File: config.mk
export PLATFORM = sky130hd
export DESIGN_NAME = core_frontend
export DESIGN_NICKNAME = d
export VERILOG_FILES = /design/src/source/frontend_pkg.sv /design/src/source/fetch_engine.sv /design/src/source/fetch_buffer.sv /design/src/source/load_port.sv /design/src/source/axi_read_arbiter.sv /design/src/source/core_frontend.sv
export VERILOG_INCLUDE_DIRS = /design/src /design/src/source
export SDC_FILE = /design/constraint.sdc
export NUM_CORES = 1
export LEC_CHECK = 0
export BUFFER_PORTS_ARGS = -buffer_cell sky130_fd_sc_hd__buf_2
export CELL_PAD_IN_SITES_DETAIL_PLACEMENT = 0
export CELL_PAD_IN_SITES_GLOBAL_PLACEMENT = 2
export CORE_ASPECT_RATIO = 0.7
export CORE_MARGIN = 5
export CORE_UTILIZATION = 45
export CTS_CLUSTER_DIAMETER = 150
export DETAILED_ROUTE_END_ITERATION = 8
export PLACE_DENSITY_LB_ADDON = 0.25
export SETUP_SLACK_MARGIN = 0.1
export SYNTH_ARGS = -nofsm -noshare
export SYNTH_HDL_FRONTEND = slang
export SYNTH_SLANG_ARGS = --single-unit
File: constraint.sdc
create_clock -name aclk -period 11.86 [get_ports aclk]
set_input_delay 1.186 -clock aclk [delete_from_list [all_inputs] [get_ports aclk]]
set_output_delay 1.186 -clock aclk [all_outputs]
set_load 0.02 [all_outputs]
File: src/source/frontend_settings.svh
`ifndef FRONTEND_SETTINGS_SVH
`define FRONTEND_SETTINGS_SVH

`define FE_ADDR_W      32
`define FE_DATA_W      32
// instructions per bundle, also the fetch burst length in beats
`define FE_ISSUE_W     2
`define FE_ID_W        4
`define FE_ID_FETCH    1
`define FE_ID_LOAD     0
`define FE_BUF_DEPTH   4
`define FE_RESET_PC    32'h0000_0000

// arsize code for four-byte beats, arburst code for INCR
`define FE_BEAT_SIZE   3'd2
`define FE_BURST_INCR  2'b01

`endif

File: src/source/frontend_pkg.sv
`include "frontend_settings.svh"

`default_nettype none

package frontend_pkg;

    // read address channel request
    typedef struct packed {
        logic [`FE_ID_W-1:0]   id;
        logic [`FE_ADDR_W-1:0] addr;
        logic [7:0]            len;
        logic [2:0]            size;
        logic [1:0]            burst;
    } axi_ar_t;

    // one read data beat
    typedef struct packed {
        logic [`FE_ID_W-1:0]   id;
        logic [`FE_DATA_W-1:0] data;
        logic [1:0]            resp;
        logic                  last;
    } axi_r_t;

    // pc redirect from a later stage
    typedef struct packed {
        logic                  valid;
        logic [`FE_ADDR_W-1:0] target;
    } redirect_t;

    // insn[0] sits at pc, insn[1] at pc + 4
    typedef struct packed {
        logic [`FE_ADDR_W-1:0]                  pc;
        logic [`FE_ISSUE_W-1:0][`FE_DATA_W-1:0] insn;
    } fetch_bundle_t;

endpackage

`default_nettype wire

File: src/source/fetch_engine.sv
`include "frontend_settings.svh"

`default_nettype none

module fetch_engine (
    input  wire                           aclk,
    input  wire                           aresetn,
    input  wire frontend_pkg::redirect_t  i_redir_wb,
    input  wire frontend_pkg::redirect_t  i_redir_ex,
    input  wire frontend_pkg::redirect_t  i_redir_id,
    output frontend_pkg::axi_ar_t         o_ar,
    output logic                          o_ar_valid,
    input  wire                           i_ar_ready,
    input  wire frontend_pkg::axi_r_t     i_r,
    input  wire                           i_r_valid,
    output logic                          o_r_ready,
    output frontend_pkg::fetch_bundle_t   o_push_bundle,
    output logic                          o_push_valid,
    input  wire                           i_push_ready,
    output logic                          o_flush
);

    localparam int BEAT_W = (`FE_ISSUE_W > 1) ? $clog2(`FE_ISSUE_W) : 1;
    localparam logic [`FE_ADDR_W-1:0] BUNDLE_BYTES = `FE_ADDR_W'(`FE_ISSUE_W * `FE_DATA_W / 8);
    localparam logic [`FE_ADDR_W-1:0] ALIGN_MASK = ~(BUNDLE_BYTES - 1'b1);

    typedef enum logic [1:0] {
        S_IDLE,
        S_ADDR,
        S_BEATS
    } state_t;

    state_t                      state;
    logic [`FE_ADDR_W-1:0]       pc;
    frontend_pkg::redirect_t     redir;
    frontend_pkg::fetch_bundle_t bundle_q;
    logic [BEAT_W-1:0]           beat_idx;
    logic                        stale;
    logic                        push_q;
    logic                        start;
    logic                        ar_done;
    logic                        beat_done;

    // writeback over execute over decode
    always_comb begin
        if (i_redir_wb.valid) begin
            redir = i_redir_wb;
        end else if (i_redir_ex.valid) begin
            redir = i_redir_ex;
        end else begin
            redir = i_redir_id;
        end
    end

    // new fetch only with a free buffer slot and no push still pending
    assign start     = (state == S_IDLE) && i_push_ready && !push_q && !redir.valid;
    assign ar_done   = (state == S_ADDR) && i_ar_ready;
    assign beat_done = (state == S_BEATS) && i_r_valid;

    always_ff @(posedge aclk) begin
        if (!aresetn) begin
            state    <= S_IDLE;
            pc       <= `FE_RESET_PC;
            stale    <= 1'b0;
            push_q   <= 1'b0;
            beat_idx <= '0;
        end else begin
            push_q <= beat_done && i_r.last && !stale && !redir.valid;

            case (state)
                S_IDLE: begin
                    if (start) begin
                        state <= S_ADDR;
                        stale <= 1'b0;
                    end
                end
                S_ADDR: begin
                    if (i_ar_ready) begin
                        state    <= S_BEATS;
                        beat_idx <= '0;
                    end
                end
                S_BEATS: begin
                    if (i_r_valid) begin
                        beat_idx <= beat_idx + 1'b1;
                        if (i_r.last) begin
                            state <= S_IDLE;
                        end
                    end
                end
                default: state <= S_IDLE;
            endcase

            // an in-flight fetch still runs to the end, its bundle is dropped
            if (redir.valid) begin
                pc <= redir.target & ALIGN_MASK;
                if (state != S_IDLE) begin
                    stale <= 1'b1;
                end
            end else if (ar_done && !stale) begin
                pc <= pc + BUNDLE_BYTES;
            end
        end
    end

    always_ff @(posedge aclk) begin
        if (start) begin
            bundle_q.pc <= pc;
        end
        if (beat_done) begin
            bundle_q.insn[beat_idx] <= i_r.data;
        end
    end

    always_comb begin
        o_ar.id    = `FE_ID_W'(`FE_ID_FETCH);
        o_ar.addr  = bundle_q.pc;
        o_ar.len   = 8'(`FE_ISSUE_W - 1);
        o_ar.size  = `FE_BEAT_SIZE;
        o_ar.burst = `FE_BURST_INCR;
    end

    assign o_ar_valid    = (state == S_ADDR);
    assign o_r_ready     = (state == S_BEATS);
    assign o_push_bundle = bundle_q;
    assign o_push_valid  = push_q;
    assign o_flush       = redir.valid;

endmodule

`default_nettype wire

File: src/source/fetch_buffer.sv
`include "frontend_settings.svh"

`default_nettype none

module fetch_buffer #(
    parameter int DEPTH = `FE_BUF_DEPTH
) (
    input  wire                               aclk,
    input  wire                               aresetn,
    input  wire                               i_flush,
    input  wire frontend_pkg::fetch_bundle_t  i_bundle,
    input  wire                               i_valid,
    output logic                              o_ready,
    output frontend_pkg::fetch_bundle_t       o_bundle,
    output logic                              o_valid,
    input  wire                               i_ready
);

    localparam int PTR_W = (DEPTH > 1) ? $clog2(DEPTH) : 1;
    localparam int CNT_W = $clog2(DEPTH + 1);

    frontend_pkg::fetch_bundle_t mem [DEPTH];
    logic [PTR_W-1:0]            wr_ptr;
    logic [PTR_W-1:0]            rd_ptr;
    logic [CNT_W-1:0]            count;
    logic                        push;
    logic                        pop;

    // wraps at DEPTH, which need not be a power of two
    function automatic logic [PTR_W-1:0] ptr_inc(input logic [PTR_W-1:0] ptr);
        return (ptr == PTR_W'(DEPTH - 1)) ? '0 : ptr + 1'b1;
    endfunction

    assign o_ready  = (count < CNT_W'(DEPTH));
    assign o_valid  = (count != '0);
    assign o_bundle = mem[rd_ptr];
    assign push     = i_valid && o_ready;
    assign pop      = o_valid && i_ready;

    always_ff @(posedge aclk) begin
        if (!aresetn || i_flush) begin
            wr_ptr <= '0;
            rd_ptr <= '0;
            count  <= '0;
        end else begin
            if (push) begin
                wr_ptr <= ptr_inc(wr_ptr);
            end
            if (pop) begin
                rd_ptr <= ptr_inc(rd_ptr);
            end
            if (push && !pop) begin
                count <= count + 1'b1;
            end else if (pop && !push) begin
                count <= count - 1'b1;
            end
        end
    end

    always_ff @(posedge aclk) begin
        if (push) begin
            mem[wr_ptr] <= i_bundle;
        end
    end

endmodule

`default_nettype wire

File: src/source/load_port.sv
`include "frontend_settings.svh"

`default_nettype none

module load_port (
    input  wire                        aclk,
    input  wire                        aresetn,
    input  wire [`FE_ADDR_W-1:0]       i_addr,
    input  wire                        i_valid,
    output logic                       o_ready,
    output frontend_pkg::axi_ar_t      o_ar,
    output logic                       o_ar_valid,
    input  wire                        i_ar_ready,
    input  wire frontend_pkg::axi_r_t  i_r,
    input  wire                        i_r_valid,
    output logic                       o_r_ready,
    output logic [`FE_DATA_W-1:0]      o_data,
    output logic                       o_resp_valid,
    input  wire                        i_resp_ready
);

    typedef enum logic [1:0] {
        S_IDLE,
        S_ADDR,
        S_DATA
    } state_t;

    state_t                state;
    logic                  ready_q;
    logic                  resp_valid;
    logic [`FE_ADDR_W-1:0] addr_q;
    logic [`FE_DATA_W-1:0] data_q;
    logic                  accept;
    logic                  beat;

    assign accept = i_valid && ready_q;
    assign beat   = i_r_valid && o_r_ready;

    always_ff @(posedge aclk) begin
        if (!aresetn) begin
            state      <= S_IDLE;
            ready_q    <= 1'b0;
            resp_valid <= 1'b0;
        end else begin
            case (state)
                S_IDLE: begin
                    if (accept) begin
                        state <= S_ADDR;
                    end
                end
                S_ADDR: begin
                    if (i_ar_ready) begin
                        state <= S_DATA;
                    end
                end
                S_DATA: begin
                    if (beat) begin
                        state <= S_IDLE;
                    end
                end
                default: state <= S_IDLE;
            endcase

            // reopen only once the previous response is claimed
            if (accept) begin
                ready_q <= 1'b0;
            end else if (state == S_IDLE && (!resp_valid || i_resp_ready)) begin
                ready_q <= 1'b1;
            end

            if (beat) begin
                resp_valid <= 1'b1;
            end else if (i_resp_ready) begin
                resp_valid <= 1'b0;
            end
        end
    end

    always_ff @(posedge aclk) begin
        if (accept) begin
            addr_q <= i_addr;
        end
        if (beat) begin
            data_q <= i_r.data;
        end
    end

    always_comb begin
        o_ar.id    = `FE_ID_W'(`FE_ID_LOAD);
        o_ar.addr  = addr_q;
        o_ar.len   = 8'd0;
        o_ar.size  = `FE_BEAT_SIZE;
        o_ar.burst = `FE_BURST_INCR;
    end

    assign o_ready      = ready_q;
    assign o_ar_valid   = (state == S_ADDR);
    // no new beat while the held response is unclaimed
    assign o_r_ready    = (state == S_DATA) && !resp_valid;
    assign o_data       = data_q;
    assign o_resp_valid = resp_valid;

endmodule

`default_nettype wire

File: src/source/axi_read_arbiter.sv
`include "frontend_settings.svh"

`default_nettype none

module axi_read_arbiter (
    input  wire                        aclk,
    input  wire                        aresetn,
    input  wire frontend_pkg::axi_ar_t i_fetch_ar,
    input  wire frontend_pkg::axi_ar_t i_load_ar,
    input  wire                        i_fetch_ar_valid,
    input  wire                        i_load_ar_valid,
    output logic                       o_fetch_ar_ready,
    output logic                       o_load_ar_ready,
    output frontend_pkg::axi_ar_t      o_ar,
    output logic                       o_ar_valid,
    input  wire                        i_ar_ready,
    input  wire frontend_pkg::axi_r_t  i_r,
    input  wire                        i_r_valid,
    output logic                       o_r_ready,
    output logic                       o_fetch_r_valid,
    output logic                       o_load_r_valid,
    input  wire                        i_fetch_r_ready,
    input  wire                        i_load_r_ready
);

    logic locked;
    logic lock_load;
    logic sel_load;
    logic r_is_load;
    logic r_is_fetch;

    // free grant favours the load side, a stalled grant stays put
    assign sel_load = locked ? lock_load : i_load_ar_valid;

    assign o_ar             = sel_load ? i_load_ar : i_fetch_ar;
    assign o_ar_valid       = sel_load ? i_load_ar_valid : i_fetch_ar_valid;
    assign o_load_ar_ready  = sel_load && i_ar_ready;
    assign o_fetch_ar_ready = !sel_load && i_ar_ready;

    always_ff @(posedge aclk) begin
        if (!aresetn) begin
            locked    <= 1'b0;
            lock_load <= 1'b0;
        end else if (o_ar_valid && !i_ar_ready) begin
            locked    <= 1'b1;
            lock_load <= sel_load;
        end else if (i_ar_ready) begin
            locked    <= 1'b0;
        end
    end

    // response beats go back by arid
    assign r_is_load  = (i_r.id == `FE_ID_W'(`FE_ID_LOAD));
    assign r_is_fetch = (i_r.id == `FE_ID_W'(`FE_ID_FETCH));

    assign o_load_r_valid  = i_r_valid && r_is_load;
    assign o_fetch_r_valid = i_r_valid && r_is_fetch;
    assign o_r_ready       = r_is_load ? i_load_r_ready : (r_is_fetch && i_fetch_r_ready);

endmodule

`default_nettype wire

File: src/source/core_frontend.sv
`include "frontend_settings.svh"

`default_nettype none

module core_frontend (
    input  wire                               aclk,
    input  wire                               aresetn,
    output frontend_pkg::axi_ar_t             o_axi_ar,
    output logic                              o_axi_arvalid,
    input  wire                               i_axi_arready,
    input  wire frontend_pkg::axi_r_t         i_axi_r,
    input  wire                               i_axi_rvalid,
    output logic                              o_axi_rready,
    input  wire frontend_pkg::redirect_t      i_redir_wb,
    input  wire frontend_pkg::redirect_t      i_redir_ex,
    input  wire frontend_pkg::redirect_t      i_redir_id,
    output frontend_pkg::fetch_bundle_t       o_bundle,
    output logic                              o_bundle_valid,
    input  wire                               i_bundle_ready,
    input  wire [`FE_ADDR_W-1:0]              i_load_addr,
    input  wire                               i_load_valid,
    output logic                              o_load_ready,
    output logic [`FE_DATA_W-1:0]             o_load_data,
    output logic                              o_load_resp_valid,
    input  wire                               i_load_resp_ready
);

    frontend_pkg::axi_ar_t       fetch_ar;
    frontend_pkg::axi_ar_t       load_ar;
    frontend_pkg::fetch_bundle_t push_bundle;
    logic                        fetch_ar_valid;
    logic                        fetch_ar_ready;
    logic                        load_ar_valid;
    logic                        load_ar_ready;
    logic                        fetch_r_valid;
    logic                        fetch_r_ready;
    logic                        load_r_valid;
    logic                        load_r_ready;
    logic                        push_valid;
    logic                        push_ready;
    logic                        flush;

    fetch_engine u_fetch_engine (
        .aclk          (aclk),
        .aresetn       (aresetn),
        .i_redir_wb    (i_redir_wb),
        .i_redir_ex    (i_redir_ex),
        .i_redir_id    (i_redir_id),
        .o_ar          (fetch_ar),
        .o_ar_valid    (fetch_ar_valid),
        .i_ar_ready    (fetch_ar_ready),
        .i_r           (i_axi_r),
        .i_r_valid     (fetch_r_valid),
        .o_r_ready     (fetch_r_ready),
        .o_push_bundle (push_bundle),
        .o_push_valid  (push_valid),
        .i_push_ready  (push_ready),
        .o_flush       (flush)
    );

    fetch_buffer #(
        .DEPTH (`FE_BUF_DEPTH)
    ) u_fetch_buffer (
        .aclk     (aclk),
        .aresetn  (aresetn),
        .i_flush  (flush),
        .i_bundle (push_bundle),
        .i_valid  (push_valid),
        .o_ready  (push_ready),
        .o_bundle (o_bundle),
        .o_valid  (o_bundle_valid),
        .i_ready  (i_bundle_ready)
    );

    load_port u_load_port (
        .aclk         (aclk),
        .aresetn      (aresetn),
        .i_addr       (i_load_addr),
        .i_valid      (i_load_valid),
        .o_ready      (o_load_ready),
        .o_ar         (load_ar),
        .o_ar_valid   (load_ar_valid),
        .i_ar_ready   (load_ar_ready),
        .i_r          (i_axi_r),
        .i_r_valid    (load_r_valid),
        .o_r_ready    (load_r_ready),
        .o_data       (o_load_data),
        .o_resp_valid (o_load_resp_valid),
        .i_resp_ready (i_load_resp_ready)
    );

    axi_read_arbiter u_axi_read_arbiter (
        .aclk             (aclk),
        .aresetn          (aresetn),
        .i_fetch_ar       (fetch_ar),
        .i_load_ar        (load_ar),
        .i_fetch_ar_valid (fetch_ar_valid),
        .i_load_ar_valid  (load_ar_valid),
        .o_fetch_ar_ready (fetch_ar_ready),
        .o_load_ar_ready  (load_ar_ready),
        .o_ar             (o_axi_ar),
        .o_ar_valid       (o_axi_arvalid),
        .i_ar_ready       (i_axi_arready),
        .i_r              (i_axi_r),
        .i_r_valid        (i_axi_rvalid),
        .o_r_ready        (o_axi_rready),
        .o_fetch_r_valid  (fetch_r_valid),
        .o_load_r_valid   (load_r_valid),
        .i_fetch_r_ready  (fetch_r_ready),
        .i_load_r_ready   (load_r_ready)
    );

endmodule

`default_nettype wire

Word level (Yosys, flattened, before mapping) --
Memories as Yosys holds them, arrays and structs flattened. A register that Yosys moved wholly into a read port is not among the register bits. Index checks and enable logic that the tools add are counted.
Word-level totals: register bits 210, bits in writable memories 384, input port bits 177, output and inout bits 182, word-level logic and storage cells 133, memories 1
Cells by class: add/sub/neg operators 6, $lt $le $gt $ge 3, equality and inequality tests 14, multiplexer cells 39, bitwise logic cells 1, reduce and logical (&&, ||, !) cells 50
Memories:
- u_fetch_buffer.mem | depth 4, width 96, rd ports 1, clocked after Yosys merged registers in 1, write ports 1, RTL line fetch_buffer.sv:22 | frontend_pkg::fetch_bundle_t mem [DEPTH];
Operators by type and width (count):
- 2-to-1 mux 32 bit | 3
- 2-to-1 mux 33 bit | 2
- bitwise mux 64 bit | 1
- 2-to-1 mux 46 bit | 1
- adder 32 x 4 -> 32 bit (second input constant) | 1
- demux 32 bit (select 1 bit) | 1
- logical AND 1 bit | 24
- 2-to-1 mux 2 bit | 11
- 2-to-1 mux 1 bit | 15
- one-hot mux 2 bit (3 select lines) | 2
- nonzero test 2 bit | 6
- logical NOT 1 bit | 9
- equality test 2 bit (second input constant) | 4
- != test 2 bit (second input constant) | 4
- 2-to-1 mux 3 bit | 2
- != test 2 x 1 -> 1 bit (second input constant) | 3
- AND reduction 3 bit | 2
- adder 2 x 1 -> 2 bit (second input constant) | 2
- equality test 2 x 1 -> 1 bit (second input constant) | 2
- equality test 4 x 1 -> 1 bit (second input constant) | 1
- logical NOT 2 bit | 2
- logical NOT 4 bit | 1
- AND reduction 4 bit | 1
- OR reduction 2 bit | 2
- other kinds (10) | 11

Longest topological paths before layout --
Gate-level depths: netlist of run 1.
word-level depth 8, mapped depth 9, mapped depth without buffers 8

Hierarchy --
From an unflattened synthesis of run 1, not the netlist that was laid out.
Unflattened totals: cells, all modules 1211, area, all modules 23177.2 um2
By module, submodules not included:
- fetch_buffer | times used 1, cells an instance 549, area an instance 14315.0 um2, seq. area each 11711.2 um2
- fetch_engine | times used 1, cells an instance 485, area an instance 5649.2 um2, seq. area each 3473.3 um2
- load_port | times used 1, cells an instance 104, area an instance 2257.2 um2, seq. area each 2001.9 um2
- axi_read_arbiter | times used 1, cells an instance 73, area an instance 955.9 um2, seq. area each 40.0 um2

Worst setup path after synthesis of run 1 --
No wires, ideal clock.
path type input to register, start in i_axi_r[36] (netlist bit), end reg u_load_port.state[1], library setup time 128 ps, arrival time 5535 ps, data required time 11732 ps, slack 6197 ps, cell stages on the path 4, path buffers 0, cells stage by stage nor4b_1 > nor4b_1 > o22a_1 > nor2_1
Between the ends: longest elaborated chain between the ends 5
RTL lines:
- from (decl) | RTL line core_frontend.sv:11 | input wire frontend_pkg::axi_r_t i_axi_r,
- logical NOT 4 bit | RTL line axi_read_arbiter.sv:53 | assign r_is_load = (i_r.id == `FE_ID_W'(`FE_ID_LOAD));
- logical AND 1 bit | RTL line axi_read_arbiter.sv:56 | assign o_load_r_valid = i_r_valid && r_is_load;
- logical AND 1 bit | RTL line load_port.sv:37 | assign beat = i_r_valid && o_r_ready;
- net u_load_port.beat | RTL line load_port.sv:34 | logic beat;
- != test 2 x 1 -> 1 bit (no line)
- AND reduction 3 bit (no line)
- to (signal assigned) | RTL line load_port.sv:41 | state <= S_IDLE;
- to (signal assigned) | RTL line load_port.sv:48 | state <= S_ADDR;
- to (signal assigned) | RTL line load_port.sv:53 | state <= S_DATA;
- to (decl) | RTL line load_port.sv:28 | state_t state;
The timed path passes the listed nets, and every way through them passes these cells. A chain may end at the register's enable or synchronous reset.

==> results.json, run 1 <==
{
  "synth_top_area_share": 0.723,
  "synth_top_flop_cell": "edfxtp_1",
  "synth-xor-area-share": 0.00120,
  "syn_to_final_growth_pct": 18.6,
  "synth.area.top_cells": "edfxtp_1 72%, mux4_2 9.5%, dfxtp_1 4.5%, mux2_2 1.5%, o21ai_0 0.96%",
  "fin_tns_setup_ps": 0,
  "htree_levels": 2,
  "slowest_delay_ps": 840,
  "dr.pass1.iters": 5,
  "setup_violations": 0,
  "drive_gt1_frac": 0.373,
  "syn_area_per_cell_sq_um": 19.1,
  "crit_slowest_cell": "buf_4",
  "tritoncts": "yes",
  "drv_cap": 0,
  "outcome": "complete, no violations",
  "cts_hold_buf": 0,
  "wirelength_microns": 49500,
  "cts-root-buf": "clkbuf_16",
  "synth_simple_gate_area_frac": 0.0428,
  "final_core_util": 0.542,
  "fp-row-count": 67,
  "antenna_cells": 0,
  "stdcell_area_sq_mm": 0.0260,
  "gp_congestion": 0.782,
  "via_per_inst": 5.31,
  "post_cts_buffers": 0,
  "grt_pass1_vias": 11900,
  "crit_buf_inv": 3,
  "yosysUniqueCellTypes": 68,
  "drt_iter0_markers": 873,
  "drv_slew": 0,
  "cp_top_family": "buffers and inverters",
  "hold_violations": 0,
  "cp_cell_sequence": "buf_4, buf_4, mux4_2, buf_2",
  "synth_adder_area_share": 0.00775,
  "fin_nets": 1685,
  "rsz0062_at_grt": "false",
  "synth_mux_area_frac": 0.112,
  "leakagePower_uw": 0.00886,
  "cp.arrival_ps": 3460,
  "port_buffers": 329,
  "wl_per_cell_microns": 22.5,
  "ant_nets": 0,
  "setup.worst_path.start_class": "register",
  "yosys_warnings": 0,
  "cts_made_buffers": 54,
  "nFillCells": 3859,
  "ir_drop_mv": 0.0998,
  "final.period_utilization": 0.391,
  "synth_compound_area_frac": 0.0476,
  "syn-instance-count": 1148,
  "clk_latency_ps": 570,
  "total_power_uw": 4190,
  "synth-seq-cells": 578,
  "yosys.area.top_type": "edfxtp_1",
  "max_freq_mhz": 215,
  "die_x_microns": 274,
  "io_pins": 359,
  "ys_async_sr_fraction": 0,
  "drcViolationCount": 0,
  "slew_headroom": 0.219,
  "antenna_found_initial": 3,
  "core_area_sq_mm": 0.0480,
  "grt_max_degree": 56,
  "endpoint_kind": "primary output",
  "syn-cell-area_sq_mm": 0.0220,
  "min_period_ps": 4640,
  "dp_hpwl_microns": 32000,
  "clkTransAtPathRegs_ps": 60,
  "die_h_microns": 195,
  "power_density_mw_per_mm2": 161,
  "cts_num_sinks": 578,
  "cp_data_required_time_ps": 10670,
  "worstHoldPathType": "reg2reg",
  "crit_type": "reg2out",
  "placed_area_sq_mm": 0.0243,
  "worst_pin_slew_ps": 1170,
  "ys_seq_area_frac": 0.768,
  "vias": 11700,
  "start_util": 0.457,
  "overflow": 0,
  "critPathMostFrequentCell": "buf_4",
  "crit_fanout": 43,
  "clock_skew_ps": 15.3,
  "dieArea_sq_mm": 0.0534,
  "grt.total_usage": 0.182,
  "cts-resized-gates": 0,
  "synth_top_family_by_area": "multiplexers",
  "synth-edff-count": 529,
  "grt_pass1_wl_microns": 74900,
  "clockBufferDepth": 3
}
## worst register-to-register path: cells and delay by family, from the launching register on
kind / cells / cell delay [ps]
buffers and inverters: 1 / 790
DFF: 1 / 330
and+or+nand+nor: 2 / 1270
## sequential cells by signal, indices dropped and copies added (netlist names), 3 cells and up, named ones only
signal                        flops
u_fetch_buffer.mem              372
u_fetch_engine.o_ar              29
u_fetch_engine.pc                29
u_fetch_engine.o_push_bundle     64
u_load_port.o_data               32
u_fetch_buffer.count              3
u_load_port.addr_q               32
## routing by layer
layer  global-route usage  up-vias  share of wire
met5                    0        -        0.00022
met4               0.0314        2          0.013
met3               0.0356       58          0.053
met2                0.287      290           0.48
met1                0.271     5998           0.46
li1                     -     5312              -
## final cells by class
cell class	count	area, sq um	area share
Clock inverter	32	345	0.0133
Clock buffer	69	1420	0.0544
Inverter	22	82.6	0.00317
Sequential cell	578	16900	0.648
Timing Repair Buffer	344	1760	0.0675
Tap cell	655	820	0.0315
Multi-Input combinational cell	495	4750	0.182
## worst paths after layout
check                              start                         to  slack, ps  depth (start not counted)
max                             register               o_bundle[54]       7220                          4
min                u_fetch_engine.pc[31]    u_fetch_engine.o_ar[44]        470                          0
max reg2reg  u_fetch_engine.o_push_valid  u_fetch_buffer.mem[1][84]       9070                          3
min reg2reg        u_fetch_engine.pc[31]    u_fetch_engine.o_ar[44]        470                          0
## layout by cell type, fill, tap and decap left out, drive strengths merged, types with 16 or more instances in the layout
cell    netlist  final
dfxtp        49     49
mux2         29     29
inv          22     24
a22oi        16     16
clkbuf       29     69
nand2        45     45
clkinv        0     21
nor2         40     40
edfxtp      529    529
mux4         93     93
conb          2     18
o21ai        42     42
nand3        19     19
buf          40    344
a21oi        28     28
## cells by family after synthesis
group | count (synthesis)
buffers and inverters | 91
DFF | 578
other | 2
adders and majority gates | 13
AOI/OAI and AO/OA | 155
muxes | 126
and+or+nand+nor | 180
xor gates and xnor gates | 3
## Yosys cell counts (4+ instances only)
library cell and n:
mux2i_1 4, nor3_1 11, nor4_1 4, mux4_2 93, inv_1 22, buf_2 16
a211oi_1 5, a31oi_1 12, dfxtp_1 49, a21oi_1 28, o211a_1 4, buf_1 4
ha_1 12, a22oi_1 16, clkbuf_1 29, nor2_1 39, mux2_2 29, nand3_1 17
o211ai_1 5, nor2b_1 11, and3_1 9, and2_1 11, nand4_1 5, o22ai_1 7
edfxtp_1 529, nand2_1 45, o21ai_0 42, or3_1 8, o221a_2 6, buf_4 19
## metrics by stage
| stage | hold slack, ps | worst slack (ps) | cells |
|---|---|---|---|
| floorplan | 413 | 6200 | 1164 |
| global placement | 437 | 7630 | 2094 |
| detailed placement | 451 | 7620 | 2094 |
| CTS | 468 | 6970 | 2195 |
| global route | 494 | 6760 | 2195 |
| finish | 474 | 7220 | 2195 |
## power by group
| group | leakage, uW | switching [uW] | internal, uW |
|---|---|---|---|
| Sequential | 0.00518 | 31.0 | 2240 |
| Combinational | 0.00283 | 125 | 81.2 |
| Clock | 0.000854 | 730 | 981 |
| Total | 0.00886 | 886 | 3300 |
(Power assumes the default switching activity.)
==> run 2, diff against run 1 <==
--- a/config.mk
+++ b/config.mk
@@ -6,12 +6,13 @@
 export SDC_FILE = /design/constraint.sdc
 export NUM_CORES = 1
 export LEC_CHECK = 0
+export ABC_AREA = 1
 export BUFFER_PORTS_ARGS = -buffer_cell sky130_fd_sc_hd__buf_2
 export CELL_PAD_IN_SITES_DETAIL_PLACEMENT = 0
 export CELL_PAD_IN_SITES_GLOBAL_PLACEMENT = 2
 export CORE_ASPECT_RATIO = 0.7
 export CORE_MARGIN = 5
-export CORE_UTILIZATION = 45
+export CORE_UTILIZATION = 38
 export CTS_CLUSTER_DIAMETER = 150
 export DETAILED_ROUTE_END_ITERATION = 8
 export PLACE_DENSITY_LB_ADDON = 0.25
==> constraint.sdc (replaced) <==
create_clock -name aclk -period 4.5 [get_ports aclk]
set_input_delay 0.45 -clock aclk [delete_from_list [all_inputs] [get_ports aclk]]
set_output_delay 0.45 -clock aclk [all_outputs]
set_load 0.02 [all_outputs]
==> run 2 against run 1 <==
Effect of this change:
- utilization down 8.3 points
- sequential power increased to 2.6 times the previous value
- combinational power increased to 3.9 times the previous value
- worst hold slack worse by 430 ps
- count of clock-buffer cells in the layout up 1
- sequential share of layout area fell by 3.2 points
- global-route usage is 0.28 points lower
- via count grew 29%
- area after synthesis rose by 3.5%
- clock skew grew 4.3 ps
- final area increased by 5.1%
- first-iteration DRC count shrank 2.6%
- largest cell class unchanged
==> results.json, run 2 <==
{
  "largest_reg_flops": 372,
  "setup_violations": 0,
  "cts-root-buf": "clkbuf_16",
  "holdWs_ps": 47.0,
  "clock_skew_ps": 19.6,
  "cts_made_buffers": 56,
  "max_freq_mhz": 300,
  "netSwitchingPower_uw": 2630,
  "synth_top_flop_cell": "edfxtp_1",
  "p_int_uw": 9060,
  "drcViolationCount": 0,
  "antenna_cells": 0,
  "die_h_microns": 215,
  "slowest_delay_ps": 760,
  "fp-row-count": 75,
  "synth_common_cells": "529 x edfxtp_1, 271 x nor2_1, 240 x nand2_1",
  "cp_cell_sequence": "nand2_4, nand2_4, nand2_4, inv_1, buf_4, nand2_1, nand2_1, buf_2",
  "slew_headroom": 0.216,
  "syn-cell-area_sq_mm": 0.0227,
  "layout_common_cells": "529 x edfxtp_1, 329 x buf_2, 265 x nor2_1, 240 x nand2_1, 221 x o21ai_0",
  "start_util": 0.381,
  "layout_commonest_cell": "edfxtp_1",
  "total_power_uw": 11700,
  "ys_seq_area_frac": 0.742,
  "fin_tns_setup_ps": 0,
  "syn_to_final_growth_pct": 20.5,
  "die_x_microns": 302,
  "cts_num_sinks": 578,
  "wirelength_microns": 60100,
  "drt_iter0_markers": 850,
  "cp.arrival_ps": 2880,
  "yosys_warnings": 0,
  "crit_slowest_cell": "inv_1",
  "rsz0062_at_grt": "false",
  "synth.most_common_cell": "edfxtp_1",
  "synth-seq-cells": 578,
  "synth.area.top_cells": "edfxtp_1 70%, o21ai_0 4.9%, nor2_1 4.5%, dfxtp_1 4.3%, nand2_1 4.0%",
  "gp_congestion": 0.787,
  "vias": 15000,
  "grt_max_degree": 187,
  "post_cts_buffers": 0,
  "fin_nets": 2349,
  "tritoncts": "yes",
  "grt_pass1_vias": 14600,
  "final_core_util": 0.460,
  "cp_data_required_time_ps": 4050,
  "crit_type": "reg2out",
  "dr.pass1.iters": 5,
  "overflow": 0,
  "grt_pass1_wl_microns": 89500,
  "ir_drop_mv": 0.240,
  "syn-instance-count": 1816,
  "drv_cap": 0,
  "yosysUniqueCellTypes": 37,
  "dp_hpwl_microns": 37600,
  "via_per_inst": 4.98,
  "worst_pin_slew_ps": 1180,
  "power_density_mw_per_mm2": 427,
  "wl_per_cell_microns": 19.9,
  "largest_register": "u_fetch_buffer.mem",
  "clkTransAtPathRegs_ps": 60,
  "nFillCells": 5438,
  "io_pins": 359,
  "register_area_sq_mm": 0.0169,
  "grt.total_usage": 0.179,
  "clockBufferDepth": 3,
  "crit_fanout": 41,
  "final.period_utilization": 0.740,
  "htree_levels": 2,
  "endpoint_kind": "primary output",
  "p_comb_frac": 0.070,
  "worstHoldPathType": "in2reg",
  "setup.worst_path.start_class": "register",
  "clock_power_share": 0.416,
  "cp_top_family": "buffers and inverters",
  "clk_latency_ps": 600,
  "multiInputGateArea_sq_mm": 0.00509,
  "drv_slew": 0,
  "crit_buf_inv": 3,
  "leakagePower_uw": 0.00998,
  "syn_area_per_cell_sq_um": 12.5,
  "p_seq_frac": 0.514,
  "core_area_sq_mm": 0.0596,
  "min_period_ps": 3330,
  "ys_async_sr_fraction": 0,
  "yosys.area.top_type": "edfxtp_1",
  "hold_violations": 0,
  "critPathMostFrequentCell": "nand2_4",
  "p_sw_frac": 0.225,
  "port_buffers": 329,
  "synth-edff-count": 529,
  "ant_nets": 0,
  "outcome": "complete, no violations",
  "drive_gt1_frac": 0.212,
  "dieArea_sq_mm": 0.0649,
  "antenna_found_initial": 3,
  "synth_top_area_share": 0.699
}
run 2: power groups by stage:
stage | Sequential (uW) | Combinational, uW | Clock [uW]
4_1_cts | 6010 | 823 | 5010
3_3_place_gp | 6120 | 799 | 0
2_1_floorplan | 6090 | 513 | 0
6_report | 6010 | 813 | 4860
3_5_place_dp | 6130 | 799 | 0
5_1_grt | 6020 | 913 | 5220
run 2: cell families after synthesis:
kind of cell             after synthesis  share of synthesized area
flip-flops                           578                      0.742
adder cells (fa/ha/maj)               13                    0.00749
AO/OA/AOI/OAI                        430                      0.102
AND/OR/NAND/NOR                      600                      0.108
multiplexers                           1                   0.000440
buffers and inverters                190                     0.0387
other                                  2                   0.000330
XOR/XNOR                               2                   0.000771
run 2: routing by layer:
layer	GRT usage	wire, microns	up-vias
met3	0.0322	3210	84
li1	-	-	7178
met5	0	13	-
met4	0.0402	1090	2
met1	0.259	28100	7408
met2	0.285	27700	348
run 2: layout make-up:
cell class | instances | area share
inverters | 79 | 0.0113
clock buffers | 70 | 0.0545
flip-flops and latches | 578 | 0.616
multi-input cells | 1064 | 0.186
repair buffers | 380 | 0.0800
clock inverters | 35 | 0.0153
well taps | 808 | 0.0369
run 2: final timing paths:
path	startpoint	endpoint	slack, ps	cells after the start
setup reg to reg	u_fetch_engine.o_push_valid	u_fetch_buffer.mem[1][70]	2100	5
hold / removal	i_axi_r[17]	u_load_port.o_data[14]	50	1
setup / recovery	u_load_port.state[0]	o_axi_ar[25]	1170	8
hold reg to reg	u_axi_read_arbiter.lock_load	u_axi_read_arbiter.lock_load	480	2
run 2: repair_timing:
item / in CTS / in global routing
hold endpoints to repair: 29 / 1
endpoints found under the setup margin: 0 / 0
gates resized for setup: 0 / 0
hold buffers: 29 / 1
run 2: per-stage QoR:
step	area, sq um	std cells	worst slack (ps)
2_1_floorplan	22800	1832	-571
3_3_place_gp	25200	2879	1610
3_5_place_dp	25200	2879	1600
4_1_cts	27400	3013	1090
5_1_grt	27400	3014	928
6_report	27400	3014	1170
==> run 3, diff against run 2 <==
--- a/config.mk
+++ b/config.mk
@@ -12,7 +12,7 @@
 export CELL_PAD_IN_SITES_GLOBAL_PLACEMENT = 2
 export CORE_ASPECT_RATIO = 0.7
 export CORE_MARGIN = 5
-export CORE_UTILIZATION = 38
+export CORE_UTILIZATION = 34
 export CTS_CLUSTER_DIAMETER = 150
 export DETAILED_ROUTE_END_ITERATION = 8
 export PLACE_DENSITY_LB_ADDON = 0.25
==> constraint.sdc (replaced) <==
create_clock -name aclk -period 2.7 [get_ports aclk]
set_input_delay 0.27 -clock aclk [delete_from_list [all_inputs] [get_ports aclk]]
set_output_delay 0.27 -clock aclk [all_outputs]
set_load 0.02 [all_outputs]
==> run 3 against run 2 <==
Effect of this change:
- critical path depth decreased by 4
- sequential cell count stayed put
- critical endpoint is now o_bundle[3]
- clock power grew 62%
- combinational power up 80%
- non-clock buffer count up 76
- count of clock-buffer cells in the layout increased by 2
==> results.json, run 3 (synthesis results as in run 2) <==
{
  "outcome": "complete, no violations",
  "hold_violations": 0,
  "crit_slowest_cell": "dfxtp_4",
  "ir_drop_mv": 0.413,
  "via_per_inst": 4.83,
  "crit_type": "reg2out",
  "cp_cell_sequence": "clkbuf_8, o21ai_0, o22ai_1, buf_2",
  "holdWs_ps": 38.3,
  "largest_register": "u_fetch_buffer.mem",
  "dp_slack_ps": 547,
  "clk_latency_ps": 600,
  "start_util": 0.343,
  "setup_ws_ps": 232,
  "use_met3": 0.0320,
  "fp-row-count": 79,
  "vias": 15300,
  "clock_power_share": 0.407,
  "endpoint_kind": "primary output",
  "drcViolationCount": 0,
  "gp_congestion": 0.803,
  "min_period_ps": 2470,
  "core_area_sq_mm": 0.0663,
  "drv_slew": 0,
  "power_density_mw_per_mm2": 685,
  "setup.worst_path.start_class": "register",
  "fin_cells": 3173,
  "p_seq_frac": 0.517,
  "final_core_util": 0.427,
  "clock_skew_ps": 27.4,
  "largest_reg_flops": 372,
  "syn_to_final_growth_pct": 24.5,
  "grt_max_degree": 83,
  "clkTransAtPathRegs_ps": 60,
  "r2r-start": "u_fetch_buffer.count[2]",
  "slowest_delay_ps": 410,
  "crit_fanout": 60,
  "cp_top_family": "buffers and inverters",
  "overflow": 0,
  "grt_pass1_vias": 14900,
  "layout_commonest_cell": "edfxtp_1",
  "drive_gt1_frac": 0.221,
  "use_met2": 0.268,
  "nFillCells": 6165,
  "antenna_found_initial": 3,
  "worst_pin_slew_ps": 869,
  "setup_violations": 0,
  "wl_per_cell_microns": 19.8,
  "layout_common_cells": "529 x edfxtp_1, 329 x buf_2, 265 x nor2_1, 240 x nand2_1, 221 x o21ai_0",
  "worstHoldPathType": "in2reg",
  "crit_buf_inv": 2,
  "tritoncts": "yes",
  "netSwitchingPower_uw": 4400,
  "die_h_microns": 226,
  "dieArea_sq_mm": 0.0722,
  "rsz0062_at_grt": "true",
  "cts_made_buffers": 56,
  "hold_depth": 5,
  "leakagePower_uw": 0.0103,
  "final.period_utilization": 0.914,
  "grt_pass1_wl_microns": 92200,
  "cts-root-buf": "clkbuf_16",
  "cp.arrival_ps": 2200,
  "cts_num_sinks": 578,
  "grt.total_usage": 0.167,
  "dp.cells": 2987,
  "grt_use_met1": 0.240,
  "wirelength_microns": 62800,
  "total_power_uw": 19400,
  "p_sw_frac": 0.227,
  "max_freq_mhz": 405,
  "hold_start": "i_redir_wb[19]",
  "busiest_layer": "met2",
  "cp_num_cells": 4,
  "io_pins": 359,
  "dr.pass1.iters": 5,
  "die_x_microns": 319,
  "cp_data_required_time_ps": 2430,
  "slew_headroom": 0.420,
  "clockBufferDepth": 3,
  "ant_nets": 0,
  "port_buffers": 329,
  "drt_iter0_markers": 1005,
  "htree_levels": 2,
  "dp_hpwl_microns": 40400,
  "fin_nets": 2425,
  "drv_cap": 0,
  "p_int_uw": 15000,
  "p_comb_frac": 0.075,
  "rr_worst_depth": 4
}
==> run 3: worst paths after layout <==
kind                                     to  slack, ps
setup / recovery                o_bundle[3]        230
hold / removal        u_fetch_engine.pc[19]         40
setup reg to reg  u_fetch_buffer.mem[3][72]        570
hold reg to reg   u_fetch_buffer.mem[3][23]        470
==> run 3: power groups by stage <==
stage | clock, uW | sequential (uW) | combinational (uW)
after global routing | 8520 | 10000 | 1630
after global placement | 0 | 10200 | 1370
after CTS | 8140 | 10000 | 1470
after floorplan | 0 | 10200 | 854
after detailed placement | 0 | 10200 | 1380
final | 7890 | 10000 | 1460
==> run 3: final cells by class <==
| type | instances | area, sq um | share of cell area |
|---|---|---|---|
| sequential | 578 | 16900 | 0.596 |
| multi-input combinational | 1064 | 5100 | 0.180 |
| timing repair buffer | 456 | 3050 | 0.108 |
| clock buffer | 72 | 1500 | 0.0531 |
| tap | 891 | 1110 | 0.0394 |
| clock inverter | 32 | 342 | 0.0121 |
| inverter | 79 | 315 | 0.0111 |
| antenna | 1 | 2.50 | 0.0000884 |
==> run 3: per-layer routing <==
| metal | wire [microns] | up-vias |
|---|---|---|
| met1 | 29500 | 7578 |
| met2 | 28900 | 328 |
| met4 | 1140 | 0 |
| met5 | 0 | - |
| li1 | - | 7332 |
| met3 | 3290 | 75 |
==> run 3: worst register-to-register path, cell delays in order (launching register included) <==
cell and delay (ps):
dfxtp_1 350, nor2_1 270, inv_1 270, nor2_4 620
buf_12 290
==> run 3: metrics by stage <==
| step | setup TNS, ps | area [sq um] |
|---|---|---|
| 3_3_place_gp | 0 | 25600 |
| 3_5_place_dp | 0 | 25600 |
| 2_1_floorplan | -310520 | 22800 |
| 5_1_grt | 0 | 28300 |
| 6_report | 0 | 28300 |
| 4_1_cts | 0 | 28300 |
==> run 3: repair_timing <==
item | 4_1_cts | 5_1_grt
setup buffers | 1 | 5
setup endpoints to repair | 37 | 13
pin swaps | 0 | 0
hold endpoints to repair | 138 | 0
hold buffers | 75 | 0
gates resized for setup | 5 | 5
